[config.mk]
export PLATFORM = sky130hd
export DESIGN_NAME = rv_exec_top
export DESIGN_NICKNAME = d
export VERILOG_FILES = /design/src/rtl/rv_exec_pkg.sv /design/src/rtl/rv_apb_issue.sv /design/src/rtl/rv_decode.sv /design/src/rtl/rv_exec_top.sv /design/src/rtl/rv_execute.sv /design/src/rtl/rv_reg_file.sv /design/src/rtl/rv_result.sv
export SDC_FILE = /design/constraint.sdc
export NUM_CORES = 2
export LEC_CHECK = 0
export BUFFER_PORTS_ARGS = -buffer_cell sky130_fd_sc_hd__buf_2
export CAP_MARGIN = 20
export CORE_MARGIN = 10
export CORE_UTILIZATION = 35
export CTS_CLUSTER_SIZE = 24
export DETAILED_ROUTE_END_ITERATION = 10
export GPL_TIMING_DRIVEN = 0
export RECOVER_POWER = 25
export SKIP_CTS_REPAIR_TIMING = 1
export SLEW_MARGIN = 20
export SYNTH_ARGS = -nofsm -noshare
export SYNTH_HDL_FRONTEND = slang
export SYNTH_HIERARCHICAL = 1
export SYNTH_SLANG_ARGS = --single-unit
[constraint.sdc]
create_clock -name clk_i -period 7.9 [get_ports clk_i]
set_input_delay 0.79 -clock clk_i [delete_from_list [all_inputs] [get_ports clk_i]]
set_output_delay 0.79 -clock clk_i [all_outputs]
set_load 0.05 [all_outputs]
[src/rtl/rv_exec_pkg.sv]
// RV32I execution subsystem shared types, decode encodings and APB register map
package rv_exec_pkg;

    typedef logic [31:0] word_t;
    typedef logic [4:0]  reg_addr_t;
    typedef logic [11:0] apb_addr_t;

    // Major opcodes kept by this core, everything else decodes as illegal
    typedef enum logic [6:0] {
        LUI    = 7'b0110111,
        AUIPC  = 7'b0010111,
        JAL    = 7'b1101111,
        JALR   = 7'b1100111,
        IMMED  = 7'b0010011,
        REGREG = 7'b0110011
    } opcode_t;

    typedef enum logic [3:0] {
        ALU_ADD,
        ALU_SUB,
        ALU_SLL,
        ALU_SRL,
        ALU_SRA,
        ALU_AND,
        ALU_OR,
        ALU_XOR,
        ALU_SLT,
        ALU_SLTU
    } alu_op_t;

    typedef enum logic {A_RS1, A_PC} a_sel_t;
    typedef enum logic {B_RS2, B_IMM} b_sel_t;

    typedef enum logic [1:0] {W_ALU, W_LINK, W_UPPER} w_sel_t;

    // IMMED funct3
    localparam logic [2:0] F3_ADDI  = 3'b000;
    localparam logic [2:0] F3_SLLI  = 3'b001;
    localparam logic [2:0] F3_SLTI  = 3'b010;
    localparam logic [2:0] F3_SLTIU = 3'b011;
    localparam logic [2:0] F3_XORI  = 3'b100;
    localparam logic [2:0] F3_SRI   = 3'b101;
    localparam logic [2:0] F3_ORI   = 3'b110;
    localparam logic [2:0] F3_ANDI  = 3'b111;

    // REGREG funct3
    localparam logic [2:0] F3_ADDSUB = 3'b000;
    localparam logic [2:0] F3_SLL    = 3'b001;
    localparam logic [2:0] F3_SLT    = 3'b010;
    localparam logic [2:0] F3_SLTU   = 3'b011;
    localparam logic [2:0] F3_XOR    = 3'b100;
    localparam logic [2:0] F3_SR     = 3'b101;
    localparam logic [2:0] F3_OR     = 3'b110;
    localparam logic [2:0] F3_AND    = 3'b111;

    // APB map, registers x0..x31 occupy 0x080 to 0x0FC
    localparam apb_addr_t ADDR_INSTR    = 12'h000;
    localparam apb_addr_t ADDR_PC       = 12'h004;
    localparam apb_addr_t ADDR_STATUS   = 12'h008;
    localparam apb_addr_t ADDR_REG_BASE = 12'h080;

    typedef enum logic [1:0] {ISSUE_IDLE, ISSUE_EXEC, ISSUE_WB} issue_state_t;

endpackage

[src/rtl/rv_apb_issue.sv]
// APB slave holding the issue register, sequencing one instruction and serving readback
`timescale 1ns/10ps
module rv_apb_issue (
    input  logic                   clk_i,
    input  logic                   rst_n_i,
    input  logic                   psel_i,
    input  logic                   penable_i,
    input  logic                   pwrite_i,
    input  rv_exec_pkg::apb_addr_t paddr_i,
    input  rv_exec_pkg::word_t     pwdata_i,
    output rv_exec_pkg::word_t     prdata_o,
    output logic                   pready_o,
    output logic                   pslverr_o,
    input  logic                   illegal_i,
    input  logic                   halt_i,
    input  logic                   retire_i,
    input  rv_exec_pkg::word_t     pc_i,
    input  logic [15:0]            retire_count_i,
    input  rv_exec_pkg::word_t     reg_rdata_i,
    output rv_exec_pkg::word_t     instr_o,
    output logic                   issue_o,
    output logic                   halted_o,
    output rv_exec_pkg::reg_addr_t reg_raddr_o,
    output logic                   pc_wen_o,
    output rv_exec_pkg::word_t     pc_wdata_o
);
    import rv_exec_pkg::*;

    issue_state_t state_q;
    word_t        instr_q;
    logic         halted_q;
    logic         illegal_q;
    logic         done;
    logic         err;
    logic         reg_hit;
    logic         instr_wr;
    logic         start;
    word_t        status;

    assign pready_o = (state_q == ISSUE_IDLE);
    assign done     = psel_i & penable_i & pready_o;

    assign reg_hit     = (paddr_i[11:7] == ADDR_REG_BASE[11:7]) && (paddr_i[1:0] == 2'b00);
    assign reg_raddr_o = paddr_i[6:2];
    assign status      = {retire_count_i, 14'b0, illegal_q, halted_q};

    // Decode looks at the bus word while idle so illegal_i is known at completion
    assign instr_o = (state_q == ISSUE_IDLE) ? pwdata_i : instr_q;
    assign issue_o = (state_q == ISSUE_EXEC);

    always_comb begin
        prdata_o = '0;
        err      = 1'b0;
        if (pwrite_i) begin
            case (paddr_i)
                ADDR_INSTR: err = illegal_i | halted_q;
                ADDR_PC:    err = 1'b0;
                default:    err = 1'b1;
            endcase
        end else if (reg_hit) begin
            prdata_o = reg_rdata_i;
        end else begin
            case (paddr_i)
                ADDR_PC:     prdata_o = pc_i;
                ADDR_STATUS: prdata_o = status;
                default:     err = 1'b1;
            endcase
        end
    end

    assign pslverr_o = done & err;

    assign instr_wr = done & pwrite_i & (paddr_i == ADDR_INSTR);
    assign start    = instr_wr & ~err;

    assign pc_wen_o   = done & pwrite_i & (paddr_i == ADDR_PC);
    assign pc_wdata_o = pwdata_i;

    always_ff @(posedge clk_i or negedge rst_n_i) begin
        if (!rst_n_i) begin
            state_q   <= ISSUE_IDLE;
            halted_q  <= 1'b0;
            illegal_q <= 1'b0;
        end else begin
            case (state_q)
                ISSUE_IDLE: if (start) state_q <= ISSUE_EXEC;
                ISSUE_EXEC: state_q <= ISSUE_WB;
                default:    if (retire_i) state_q <= ISSUE_IDLE;
            endcase
            if (instr_wr && illegal_i) begin
                illegal_q <= 1'b1;
            end
            // Halt word takes effect once it has retired
            if (retire_i && halt_i) begin
                halted_q <= 1'b1;
            end
        end
    end

    always_ff @(posedge clk_i) begin
        if (start) begin
            instr_q <= pwdata_i;
        end
    end

    assign halted_o = halted_q;

endmodule

[src/rtl/rv_decode.sv]
// RV32I decoder producing immediates, operand and writeback selects, ALU op and error flags
`timescale 1ns/10ps
module rv_decode #(
    parameter bit HALT_ON_SELF_LOOP = 1'b1
) (
    input  rv_exec_pkg::word_t     instr_i,
    input  logic                   halted_i,
    output rv_exec_pkg::reg_addr_t rs1_o,
    output rv_exec_pkg::reg_addr_t rs2_o,
    output rv_exec_pkg::reg_addr_t rd_o,
    output rv_exec_pkg::word_t     imm_o,
    output rv_exec_pkg::a_sel_t    a_sel_o,
    output rv_exec_pkg::b_sel_t    b_sel_o,
    output rv_exec_pkg::alu_op_t   alu_op_o,
    output rv_exec_pkg::w_sel_t    w_sel_o,
    output logic                   reg_wen_o,
    output logic                   jump_o,
    output logic                   jalr_o,
    output logic                   illegal_o,
    output logic                   halt_o
);
    import rv_exec_pkg::*;

    opcode_t    opcode;
    logic [2:0] funct3;
    logic       alt;
    logic       shift_imm;
    logic       writes_rd;

    assign opcode = opcode_t'(instr_i[6:0]);
    assign funct3 = instr_i[14:12];
    // Bit 30 picks SUB and SRA
    assign alt    = instr_i[30];

    assign rs1_o = instr_i[19:15];
    assign rs2_o = instr_i[24:20];
    assign rd_o  = instr_i[11:7];

    assign shift_imm = (opcode == IMMED) && (funct3 == F3_SLLI || funct3 == F3_SRI);

    always_comb begin
        case (opcode)
            LUI, AUIPC: imm_o = {instr_i[31:12], 12'b0};
            // J-type immediate, low bit always zero
            JAL:        imm_o = {{12{instr_i[31]}}, instr_i[19:12], instr_i[20],
                                 instr_i[30:21], 1'b0};
            default: begin
                if (shift_imm) imm_o = {27'b0, instr_i[24:20]};
                else imm_o = {{20{instr_i[31]}}, instr_i[31:20]};
            end
        endcase
    end

    assign a_sel_o = (opcode == AUIPC || opcode == JAL) ? A_PC : A_RS1;
    assign b_sel_o = (opcode == REGREG) ? B_RS2 : B_IMM;

    always_comb begin
        case (opcode)
            JAL, JALR: w_sel_o = W_LINK;
            LUI:       w_sel_o = W_UPPER;
            default:   w_sel_o = W_ALU;
        endcase
    end

    always_comb begin
        alu_op_o = ALU_ADD;
        if (opcode == IMMED || opcode == REGREG) begin
            case (funct3)
                F3_ADDSUB: alu_op_o = (opcode == REGREG && alt) ? ALU_SUB : ALU_ADD;
                F3_SLL:    alu_op_o = ALU_SLL;
                F3_SLT:    alu_op_o = ALU_SLT;
                F3_SLTU:   alu_op_o = ALU_SLTU;
                F3_XOR:    alu_op_o = ALU_XOR;
                F3_SR:     alu_op_o = alt ? ALU_SRA : ALU_SRL;
                F3_OR:     alu_op_o = ALU_OR;
                default:   alu_op_o = ALU_AND;
            endcase
        end
    end

    always_comb begin
        case (opcode)
            REGREG: illegal_o = instr_i[25];
            IMMED, LUI, AUIPC, JAL, JALR: illegal_o = 1'b0;
            default: illegal_o = 1'b1;
        endcase
    end

    // Every kept class writes rd
    assign writes_rd = ~illegal_o;

    // Once halted, nothing may touch architectural state
    assign reg_wen_o = writes_rd & ~halted_i;
    assign jump_o    = (opcode == JAL || opcode == JALR) & ~halted_i;
    assign jalr_o    = (opcode == JALR);

    // jal x0,0 spins forever, treated as end of program
    assign halt_o = HALT_ON_SELF_LOOP && (instr_i == 32'h0000_006f);

endmodule

[src/rtl/rv_exec_top.sv]
// RV32I execution subsystem top, APB issue driving decode, execute, writeback and registers
`timescale 1ns/10ps
module rv_exec_top #(
    parameter rv_exec_pkg::word_t RESET_PC          = '0,
    parameter bit                 HALT_ON_SELF_LOOP = 1'b1
) (
    input  logic                   clk_i,
    input  logic                   rst_n_i,
    input  logic                   psel_i,
    input  logic                   penable_i,
    input  logic                   pwrite_i,
    input  rv_exec_pkg::apb_addr_t paddr_i,
    input  rv_exec_pkg::word_t     pwdata_i,
    output rv_exec_pkg::word_t     prdata_o,
    output logic                   pready_o,
    output logic                   pslverr_o
);
    import rv_exec_pkg::*;

    word_t     instr;
    logic      issue;
    logic      halted;
    reg_addr_t reg_raddr;
    logic      pc_wen;
    word_t     pc_wdata;
    word_t     pc;
    logic      retire;
    logic [15:0] retire_count;

    // Decode outputs
    reg_addr_t rs1;
    reg_addr_t rs2;
    reg_addr_t rd;
    word_t     imm;
    a_sel_t    a_sel;
    b_sel_t    b_sel;
    alu_op_t   alu_op;
    w_sel_t    w_sel;
    logic      reg_wen;
    logic      jump;
    logic      jalr;
    logic      illegal;
    logic      halt;

    // Execute stage
    logic      ex_valid;
    word_t     ex_result;
    word_t     ex_imm;
    w_sel_t    ex_w_sel;
    logic      ex_wen;
    reg_addr_t ex_rd;
    logic      ex_jump;
    word_t     ex_target;

    // Register file ports
    word_t     rdata1;
    word_t     rdata2;
    word_t     rdata3;
    logic      wb_wen;
    reg_addr_t wb_rd;
    word_t     wb_wdata;

    rv_apb_issue rv_apb_issue_i (
        .clk_i, .rst_n_i, .psel_i, .penable_i, .pwrite_i, .paddr_i, .pwdata_i,
        .prdata_o, .pready_o, .pslverr_o,
        .illegal_i(illegal), .halt_i(halt), .retire_i(retire), .pc_i(pc),
        .retire_count_i(retire_count), .reg_rdata_i(rdata3),
        .instr_o(instr), .issue_o(issue), .halted_o(halted), .reg_raddr_o(reg_raddr),
        .pc_wen_o(pc_wen), .pc_wdata_o(pc_wdata)
    );

    rv_decode #(.HALT_ON_SELF_LOOP(HALT_ON_SELF_LOOP)) rv_decode_i (
        .instr_i(instr), .halted_i(halted),
        .rs1_o(rs1), .rs2_o(rs2), .rd_o(rd), .imm_o(imm),
        .a_sel_o(a_sel), .b_sel_o(b_sel), .alu_op_o(alu_op), .w_sel_o(w_sel),
        .reg_wen_o(reg_wen), .jump_o(jump), .jalr_o(jalr),
        .illegal_o(illegal), .halt_o(halt)
    );

    rv_reg_file rv_reg_file_i (
        .clk_i, .rst_n_i,
        .rs1_i(rs1), .rs2_i(rs2), .rs3_i(reg_raddr),
        .wen_i(wb_wen), .rd_i(wb_rd), .wdata_i(wb_wdata),
        .rdata1_o(rdata1), .rdata2_o(rdata2), .rdata3_o(rdata3)
    );

    rv_execute rv_execute_i (
        .clk_i, .rst_n_i, .issue_i(issue),
        .rdata1_i(rdata1), .rdata2_i(rdata2), .pc_i(pc), .imm_i(imm),
        .a_sel_i(a_sel), .b_sel_i(b_sel), .alu_op_i(alu_op), .w_sel_i(w_sel),
        .reg_wen_i(reg_wen), .rd_i(rd), .jump_i(jump), .jalr_i(jalr),
        .ex_valid_o(ex_valid), .ex_result_o(ex_result), .ex_imm_o(ex_imm),
        .ex_w_sel_o(ex_w_sel), .ex_wen_o(ex_wen), .ex_rd_o(ex_rd),
        .ex_jump_o(ex_jump), .ex_target_o(ex_target)
    );

    rv_result #(.RESET_PC(RESET_PC)) rv_result_i (
        .clk_i, .rst_n_i,
        .ex_valid_i(ex_valid), .ex_result_i(ex_result), .ex_imm_i(ex_imm),
        .ex_w_sel_i(ex_w_sel), .ex_wen_i(ex_wen), .ex_rd_i(ex_rd),
        .ex_jump_i(ex_jump), .ex_target_i(ex_target),
        .pc_wen_i(pc_wen), .pc_wdata_i(pc_wdata),
        .pc_o(pc), .reg_wen_o(wb_wen), .reg_rd_o(wb_rd), .reg_wdata_o(wb_wdata),
        .retire_o(retire), .retire_count_o(retire_count)
    );

endmodule

[src/rtl/rv_execute.sv]
// Execute stage with operand muxing, ALU, jump target and result register
`timescale 1ns/10ps
module rv_execute (
    input  logic                   clk_i,
    input  logic                   rst_n_i,
    input  logic                   issue_i,
    input  rv_exec_pkg::word_t     rdata1_i,
    input  rv_exec_pkg::word_t     rdata2_i,
    input  rv_exec_pkg::word_t     pc_i,
    input  rv_exec_pkg::word_t     imm_i,
    input  rv_exec_pkg::a_sel_t    a_sel_i,
    input  rv_exec_pkg::b_sel_t    b_sel_i,
    input  rv_exec_pkg::alu_op_t   alu_op_i,
    input  rv_exec_pkg::w_sel_t    w_sel_i,
    input  logic                   reg_wen_i,
    input  rv_exec_pkg::reg_addr_t rd_i,
    input  logic                   jump_i,
    input  logic                   jalr_i,
    output logic                   ex_valid_o,
    output rv_exec_pkg::word_t     ex_result_o,
    output rv_exec_pkg::word_t     ex_imm_o,
    output rv_exec_pkg::w_sel_t    ex_w_sel_o,
    output logic                   ex_wen_o,
    output rv_exec_pkg::reg_addr_t ex_rd_o,
    output logic                   ex_jump_o,
    output rv_exec_pkg::word_t     ex_target_o
);
    import rv_exec_pkg::*;

    word_t    op_a;
    word_t    op_b;
    word_t    alu_res;
    word_t    target;
    logic [4:0] shamt;

    assign op_a  = (a_sel_i == A_PC) ? pc_i : rdata1_i;
    assign op_b  = (b_sel_i == B_IMM) ? imm_i : rdata2_i;
    assign shamt = op_b[4:0];

    always_comb begin
        case (alu_op_i)
            ALU_SUB:  alu_res = op_a - op_b;
            ALU_SLL:  alu_res = op_a << shamt;
            ALU_SRL:  alu_res = op_a >> shamt;
            ALU_SRA:  alu_res = word_t'($signed(op_a) >>> shamt);
            ALU_AND:  alu_res = op_a & op_b;
            ALU_OR:   alu_res = op_a | op_b;
            ALU_XOR:  alu_res = op_a ^ op_b;
            ALU_SLT:  alu_res = {31'b0, $signed(op_a) < $signed(op_b)};
            ALU_SLTU: alu_res = {31'b0, op_a < op_b};
            default:  alu_res = op_a + op_b;
        endcase
    end

    // JAL adds PC+imm, JALR adds rs1+imm, both through the ALU adder
    assign target = {alu_res[31:1], alu_res[0] & ~jalr_i};

    always_ff @(posedge clk_i or negedge rst_n_i) begin
        if (!rst_n_i) begin
            ex_valid_o <= 1'b0;
            ex_wen_o   <= 1'b0;
            ex_jump_o  <= 1'b0;
            ex_w_sel_o <= W_ALU;
        end else begin
            ex_valid_o <= issue_i;
            if (issue_i) begin
                ex_wen_o   <= reg_wen_i;
                ex_jump_o  <= jump_i;
                ex_w_sel_o <= w_sel_i;
            end
        end
    end

    always_ff @(posedge clk_i) begin
        if (issue_i) begin
            ex_result_o <= alu_res;
            ex_imm_o    <= imm_i;
            ex_rd_o     <= rd_i;
            ex_target_o <= target;
        end
    end

endmodule

[src/rtl/rv_reg_file.sv]
// Integer register file, 32 x 32 bits, two operand read ports and one host read port
`timescale 1ns/10ps
module rv_reg_file (
    input  logic                   clk_i,
    input  logic                   rst_n_i,
    input  rv_exec_pkg::reg_addr_t rs1_i,
    input  rv_exec_pkg::reg_addr_t rs2_i,
    input  rv_exec_pkg::reg_addr_t rs3_i,
    input  logic                   wen_i,
    input  rv_exec_pkg::reg_addr_t rd_i,
    input  rv_exec_pkg::word_t     wdata_i,
    output rv_exec_pkg::word_t     rdata1_o,
    output rv_exec_pkg::word_t     rdata2_o,
    output rv_exec_pkg::word_t     rdata3_o
);
    import rv_exec_pkg::*;

    word_t regs [32];

    always_ff @(posedge clk_i or negedge rst_n_i) begin
        if (!rst_n_i) begin
            for (int i = 0; i < 32; i++) begin
                regs[i] <= '0;
            end
        end else if (wen_i && rd_i != '0) begin
            // x0 is never written so it reads back zero
            regs[rd_i] <= wdata_i;
        end
    end

    assign rdata1_o = regs[rs1_i];
    assign rdata2_o = regs[rs2_i];
    assign rdata3_o = regs[rs3_i];

endmodule

[src/rtl/rv_result.sv]
// Writeback stage selecting register data, updating the PC and counting retirements
`timescale 1ns/10ps
module rv_result #(
    parameter rv_exec_pkg::word_t RESET_PC = '0
) (
    input  logic                   clk_i,
    input  logic                   rst_n_i,
    input  logic                   ex_valid_i,
    input  rv_exec_pkg::word_t     ex_result_i,
    input  rv_exec_pkg::word_t     ex_imm_i,
    input  rv_exec_pkg::w_sel_t    ex_w_sel_i,
    input  logic                   ex_wen_i,
    input  rv_exec_pkg::reg_addr_t ex_rd_i,
    input  logic                   ex_jump_i,
    input  rv_exec_pkg::word_t     ex_target_i,
    input  logic                   pc_wen_i,
    input  rv_exec_pkg::word_t     pc_wdata_i,
    output rv_exec_pkg::word_t     pc_o,
    output logic                   reg_wen_o,
    output rv_exec_pkg::reg_addr_t reg_rd_o,
    output rv_exec_pkg::word_t     reg_wdata_o,
    output logic                   retire_o,
    output logic [15:0]            retire_count_o
);
    import rv_exec_pkg::*;

    word_t pc_q;
    word_t pc_plus4;

    assign pc_plus4 = pc_q + 32'd4;

    always_comb begin
        case (ex_w_sel_i)
            W_LINK:  reg_wdata_o = pc_plus4;
            W_UPPER: reg_wdata_o = ex_imm_i;
            default: reg_wdata_o = ex_result_i;
        endcase
    end

    assign reg_wen_o = ex_valid_i & ex_wen_i;
    assign reg_rd_o  = ex_rd_i;
    assign retire_o  = ex_valid_i;

    always_ff @(posedge clk_i or negedge rst_n_i) begin
        if (!rst_n_i) begin
            pc_q           <= RESET_PC;
            retire_count_o <= '0;
        end else if (ex_valid_i) begin
            pc_q           <= ex_jump_i ? ex_target_i : pc_plus4;
            retire_count_o <= retire_count_o + 16'd1;
        end else if (pc_wen_i) begin
            // Host override, only reaches here while the pipe is empty
            pc_q <= pc_wdata_i;
        end
    end

    assign pc_o = pc_q;

endmodule

Word level (Yosys, flattened, before mapping) --
Index checks and enable logic that the tools add are counted.
Word-level totals: logic and storage cells 174, register bits 1214, output and inout port bits 34, input bits 49
Operators by class: muxes and demuxes 39, equality and inequality tests 29, add/sub/neg operators 4, shift-type cells 3, reductions and logical operators 23, bitwise gates (word level) 23, order comparisons 7
Operator list (number):
- bitwise mux 1024 bit | 1
- 2-to-1 mux 32 bit | 16
- binary-select mux 32 bit (select 5 bit) | 3
- case mux 32 bit (9 select lines) | 1
- case mux 32 bit (2 select lines) | 3
- demux 32 bit (select 5 bit) | 1
- less-than comparator 32 bit | 2
- adder 32 x 3 -> 32 bit (second input constant) | 1
- adder 32 bit | 1
- AND 32 bit | 1
- equality test 32 x 7 -> 1 bit (second input constant) | 1
- bitwise OR 32 bit | 1
- left shift 32 x 5 -> 32 bit | 1
- >> shifter 32 x 5 -> 32 bit | 1
- >>> shifter 32 x 5 -> 32 bit | 1
- subtractor 32 bit | 1
- XOR 32 bit | 1
- case mux 4 bit (7 select lines) | 1
- greater-or-equal comparator 6 bit (second input constant) | 4
- NOT 5 -> 6 bit | 4
- adder 16 x 1 -> 16 bit (second input constant) | 1
- equality test 4 x 3 -> 1 bit (second input constant) | 4
- equality test 7 x 5 -> 1 bit (second input constant) | 2
- equality test 7 x 6 -> 1 bit (second input constant) | 2
- 34 further kinds | 73

Logic depth before layout (Yosys ltp) --
word-level depth 12, mapped depth 29, depth with buffers taken out 21

Cells and area by module --
The synthesis kept the hierarchy.
By module, submodules not included:
- rv_reg_file | seq. area each 25624.6 sq um, instances 1, cells each 5759, area an instance 64679.5 sq um
- rv_execute | seq. area each 2227.1 sq um, instances 1, cells each 1495, area an instance 11908.9 sq um
- rv_result | seq. area each 1201.2 sq um, instances 1, cells each 486, area an instance 3836.2 sq um
- rv_apb_issue | seq. area each 1061.0 sq um, instances 1, cells each 248, area an instance 2558.7 sq um
- rv_decode | seq. area each 0.0 sq um, instances 1, cells each 115, area an instance 729.4 sq um

Least setup slack after synthesis --
OpenSTA, ideal clock, no wires.
path type reg-to-reg, from register rv_apb_issue_i.state_q[1], to register rv_execute_i.ex_result_o[21] (data pin), cell stages (with the launch flop) 25, arrival 6202 ps, buffers on the path 7, path slack 1439 ps, data required time 7641 ps, library setup time 259 ps, period minus slack after synthesis 6461 ps, cells stage by stage dfrtp_1 > nor2_1 > clkbuf_1 > mux2_2 > buf_4 > nand2b_1 > clkbuf_1 > a21oi_1 > a31oi_1 > nand3_1 > mux2i_1 > clkbuf_1 > buf_1 > clkbuf_1 > ha_1 > clkbuf_1 > a21oi_1 > nor2_1 > o311ai_0 > nand2_1 > a21bo_2 > a21oi_1 > o21bai_1 > a221o_1 > a211o_1
Between the ends: elaborated cells between the ends (all ways) 55, classes of those cells 2 x add/sub; 20 x eq/ne; 3 x shift; 17 x mux; 5 x bitwise; 8 x reduce/logical
RTL lines:
- start, declared | line rv_apb_issue.sv:29 | issue_state_t state_q;
- start signal, assigned | line rv_apb_issue.sv:81 | state_q <= ISSUE_IDLE;
- start signal, assigned | line rv_apb_issue.sv:86 | ISSUE_IDLE: if (start) state_q <= ISSUE_EXEC;
- start signal, assigned | line rv_apb_issue.sv:87 | ISSUE_EXEC: state_q <= ISSUE_WB;
- logical NOT 2 bit (*)
- via pready_o | line rv_exec_top.sv:15 | output logic pready_o,
- 2-to-1 mux 32 bit (*) | line rv_apb_issue.sv:48 | assign instr_o = (state_q == ISSUE_IDLE) ? pwdata_i : instr_q;
- via instr[24] | line rv_exec_top.sv:20 | word_t instr;
- NOT 5 -> 6 bit (implied by the code) (*) | line rv_reg_file.sv:32 | assign rdata2_o = regs[rs2_i];
- binary-select mux 32 bit (select 5 bit) (*) | line rv_reg_file.sv:32
- 2-to-1 mux 32 bit (implied by the code) (*) (2 in a row) | line rv_reg_file.sv:32
- via rdata2[3] | line rv_exec_top.sv:57 | word_t rdata2;
- 2-to-1 mux 32 bit (*) | line rv_execute.sv:37 | assign op_b = (b_sel_i == B_IMM) ? imm_i : rdata2_i;
- adder 32 bit, or another cell as far along | line rv_execute.sv:51 | default: alu_res = op_a + op_b;
- case mux 32 bit (9 select lines) (*) | line rv_execute.sv:41 | case (alu_op_i)
- via rv_execute_i.alu_res[21] | line rv_execute.sv:32 | word_t alu_res;
- end signal, assigned | line rv_execute.sv:76 | ex_result_o <= alu_res;
- end, declared | line rv_execute.sv:20 | output rv_exec_pkg::word_t ex_result_o,
The timed path passes the listed nets; every way through them passes the cells marked *. The select of a mux whose other input is x is not followed. A chain may end at the register's enable or synchronous reset.

Final worst setup path --
from register rv_apb_issue_i.state_q[1], to register rv_execute_i.ex_result_o[19] (data pin)
Between the ends: elaborated cells between the ends (all ways) 55, classes of those cells 2 x add/sub; 20 x eq/ne; 3 x shift; 17 x mux; 5 x bitwise; 8 x reduce/logical
RTL lines:
- logical NOT 2 bit (*) | line rv_apb_issue.sv:48
- 2-to-1 mux 32 bit (*) | line rv_apb_issue.sv:48
- via instr[19] | line rv_exec_top.sv:20
- NOT 5 -> 6 bit (implied by the code) (*) | line rv_reg_file.sv:31 | assign rdata1_o = regs[rs1_i];
- binary-select mux 32 bit (select 5 bit) (*) | line rv_reg_file.sv:31
- 2-to-1 mux 32 bit (implied by the code) (*) (2 in a row) | line rv_reg_file.sv:31
- via rdata1[29] | line rv_exec_top.sv:56 | word_t rdata1;
- 2-to-1 mux 32 bit (*) | line rv_execute.sv:36 | assign op_a = (a_sel_i == A_PC) ? pc_i : rdata1_i;
- >>> shifter 32 x 5 -> 32 bit, or another cell as far along | line rv_execute.sv:45 | ALU_SRA: alu_res = word_t'($signed(op_a) >>> shamt);
- case mux 32 bit (9 select lines) (*) | line rv_execute.sv:41
- via rv_execute_i.alu_res[19] | line rv_execute.sv:32
Marks and branches as above.

==> flow_summary_export.csv <==
group,metric,value,unit
run_status,status,"finished with violations",
run_status,violations,"capacitance limit, slew limit, setup timing",
worst_setup_path,crit_fanout,10,
global_routing,antenna_found_initial,36,
clock_network,clkLatencyLatePin,840,ps
timing,setup_viol,18,
timing,drv_slew,69,
routing,dr.pass1.iters,7,
clock_network,cts_tree,"done",
yosys,synth_edf_count,102,
finish,fillers,23400,
place,dpl-instance-area,88700,um^2
routing,drt_iter0_drc,11900,
timing,final_hold_viol_count,0,
clock_network,htree_levels,4,
yosys,ys_seq_area_share,36.0,%
worst_setup_path,regToRegStartpoint,"rv_apb_issue_i/state_q[1]$_DFFE_PN0P_",
power_and_ir_drop,peakVddDrop,0.209,mV
die,die_y,509,um
routing,wl_met2,178,mm
place,post-dp-hpwl,340,mm
routing,drcViolationCount,0,
clock_network,cts.sinks,1183,
yosys,ys_ff_latch,1183,
die,start_util,35.2,%
global_routing,grt_usage,33.5,%
timing,maxSlewHeadroom,-183,%
routing,wl_met3,57.6,mm
yosys,synthArstFlopShare,91.4,%
worst_setup_path,worstSetupPathType,"reg2reg",
worst_hold_path,timing.hold.worst_path_depth,1,
worst_setup_path,critPathSlowestCell,"buf_1",
routing,dr_total_vias,76900,
yosys,synth_cell_type_count,107,
worst_setup_path,crit_arrival,8860,ps
clock_network,root_buffer,"clkbuf_16",
worst_setup_path,end_kind,"register",
global_routing,grt.overflow.total,0,
finish,syn_to_final_growth,13.0,%
timing,clock_skew,46.6,ps
routing,ant_nets,0,
worst_setup_path,crit_family,"compound AO/OA/AOI/OAI gates",
place,port_buffers,80,
global_routing,grt_start_max_net_pins,131,
clock_network,cts_buffer_depth,3,
clock_network,cts-buffers-inserted,142,
routing,vias_per_cell,6.58,
routing,top_layer,"met5",
worst_hold_path,min-delay-start,"pwdata_i[18]",
clock_network,path_clk_slew,60,ps
worst_hold_path,min_to,"rv_apb_issue_i/instr_q[18]$_DFFE_PP_",
die,core_area,238000,um^2
timing,rsz0062_at_grt,"yes",
worst_setup_path,required,8370,ps
power_and_ir_drop,p_leak,44.5,nW
routing,routed_wl,454,mm
worst_setup_path,timing.rr.end,"rv_execute_i/ex_result_o[19]$_DFFE_PP_",
yosys,synth_cells,8103,
worst_setup_path,crit_chain,"nor2_4, buf_4, mux2_2, buf_4, or2_2, clkbuf_1, buf_1, nor3_1, a31oi_1, nand3_1, mux2i_4, inv_1, mux2i_1, o21ai_0, a221oi_1, nor3_1, o21ai_0, nand4_1",
yosys,netlist_area,83700,um^2
timing,max_freq,119,MHz
worst_setup_path,timing.reg2reg.setup_slack,-500,ps
routing,wl_met1,174,mm
timing,hold-worst-slack,188,ps
global_routing,grt_pass1_vias,72500,
finish,layout-drive-gt1-share,23.9,%
die,die_x,509,um
timing,worst_slew_pin_slew,4240,ps
worst_setup_path,startpoint_type,"register",
finish,fin_area,94600,um^2
routing,routedWlPerCell,38.9,um
timing,finalCriticalPeriod,8400,ps
finish,utilization,39.8,%
power_and_ir_drop,total_power,0.0162,W
yosys,synth_nets,8255,
die,pin_count,83,
die,rows,179,
die,dieArea,259000,um^2
worst_setup_path,max_stage_delay,980,ps
worst_setup_path,cp_num_buf_inv,5,
worst_hold_path,hp-class,"in2reg",
finish,final_nets,8524,
worst_setup_path,cp_num_cells,18,
power_and_ir_drop,power_density,171,nW/um^2
yosys,ys.flop_type,"dfrtp_1",
timing,fin_crit_sh,106,%
worst_setup_path,r2r.worst_path.cells,18,
job,maxCapViolations,1,
yosys,yosys_warnings,6,
timing,setup_ws,-496,ps
global_routing,grt_pass1_wl,609,mm
yosys,syn_avg_cell_area,10.3,um^2
place,place_congestion,1.07,
worst register-to-register path, stage by stage (launching register included):
cell      delay, ps
dfrtp_1         450
nor2_4          210
buf_4           260
mux2_2          260
buf_4           170
or2_2           300
clkbuf_1        240
buf_1           980
nor3_1          440
a31oi_1         590
nand3_1         460
mux2i_4         660
inv_1           300
mux2i_1         610
o21ai_0         340
a221oi_1        510
nor3_1          160
o21ai_0         790
nand4_1         340
placed cells by master, fill, tap and decap left out, types with 37 or more instances in the layout:
cell type | synthesis | final
a21oi_1 | 464 | 464
a22o_1 | 196 | 196
a22oi_1 | 333 | 333
a31oi_1 | 114 | 104
buf_2 | 180 | 206
buf_4 | 180 | 201
buf_6 | 61 | 84
clkbuf_1 | 378 | 351
clkbuf_16 | 0 | 146
clkbuf_2 | 0 | 83
dfrtp_1 | 1081 | 1081
edfxtp_1 | 102 | 102
ha_1 | 101 | 101
inv_1 | 133 | 133
mux2_1 | 37 | 37
mux2_2 | 1010 | 1008
mux2i_1 | 1718 | 1696
nand2_1 | 479 | 478
nand3_1 | 341 | 331
nor2_1 | 193 | 191
nor3_1 | 159 | 156
o21ai_0 | 156 | 137
o22ai_1 | 49 | 48
synthesized netlist by cell type (all sizes together), types with 49 or more instances:
cell type / instances / area (um^2)
dfrtp: 1081 / 27100
nor3: 160 / 806
a22oi: 333 / 2500
nor2: 209 / 905
o22ai: 49 / 307
a22o: 196 / 1720
a21oi: 464 / 2320
mux2: 1047 / 11800
ha: 101 / 1260
clkbuf: 378 / 1420
edfxtp: 102 / 3060
buf: 477 / 3150
mux2i: 1728 / 17400
a31oi: 114 / 713
inv: 142 / 536
nand3: 341 / 1710
o21ai: 170 / 855
nand2: 480 / 1800
how the worst max path moves through the flow:
stage,from,endpoint
after floorplan,rv_apb_issue_i/state_q[1]$_DFFE_PN0P_,rv_execute_i/ex_result_o[21]$_DFFE_PP_
final,rv_apb_issue_i/state_q[1]$_DFFE_PN0P_,rv_execute_i/ex_result_o[19]$_DFFE_PP_
after detailed placement,rv_apb_issue_i/state_q[1]$_DFFE_PN0P_,rv_execute_i/ex_result_o[27]$_DFFE_PP_
after global routing,rv_apb_issue_i/state_q[1]$_DFFE_PN0P_,rv_execute_i/ex_result_o[31]$_DFFE_PP_
after CTS,rv_apb_issue_i/state_q[1]$_DFFE_PN0P_,rv_execute_i/ex_result_o[27]$_DFFE_PP_
after global placement,rst_n_i,rv_reg_file_i/regs[676]$_DFFE_PN0P_
cell families after synthesis:
group	Yosys count	share of synthesized area (%)
flip-flops	1183	36.0
multiplexers	2782	35.0
buffers and inverters	999	6.11
AO/OA/AOI/OAI	1586	12.7
AND/OR/NAND/NOR	1399	8.10
XOR/XNOR	51	0.534
adder cells (fa/ha/maj)	103	1.56
cell type report:
class	count	area (um^2)	share of cell area, %
clock buffers	201	4140	4.38
well taps	3167	3960	4.19
diodes	35	87.6	0.0926
plain buffers	852	4910	5.20
inverters	144	547	0.578
multi-input cells	5921	49100	51.9
flip-flops and latches	1183	30100	31.8
clock inverters	53	664	0.703
repair buffers	128	1070	1.13
registers in the layout (all words and copies together) (netlist names), 2 cells and up:
signal	cells
rv_reg_file_i/regs	1024
rv_execute_i/ex_result_o	32
rv_execute_i/ex_rd_o	5
rv_execute_i/ex_w_sel_o	2
rv_result_i/pc_o	32
rv_result_i/retire_count_o	16
rv_apb_issue_i/state_q	2
rv_apb_issue_i/instr_q	32
rv_execute_i/ex_imm_o	32
report_power, final:
group	total [W]	internal [W]	leakage [nW]	switching [W]
clock network	0.00691	0.00403	2.35	0.00289
logic	0.00314	0.000848	26.2	0.00229
registers	0.00615	0.00615	15.9	0.00000106
per-stage QoR:
step	setup TNS (ps)	setup WS, ps	cells
2_1_floorplan	0	1440	8103
3_3_place_gp	-	-18380	11400
3_5_place_dp	-66130	-2970	11400
4_1_cts	-67660	-3000	11600
5_1_grt	-427	-122	11700
6_report	-3240	-496	11700
layer usage:
metal,vias to the layer above,GRT usage (%)
li1,30700,-
met5,-,0.241
met1,39000,42.0
met2,5697,45.7
met3,1463,12.9
met4,18,26.2
Note: power is estimated with default switching activity, not from simulation.
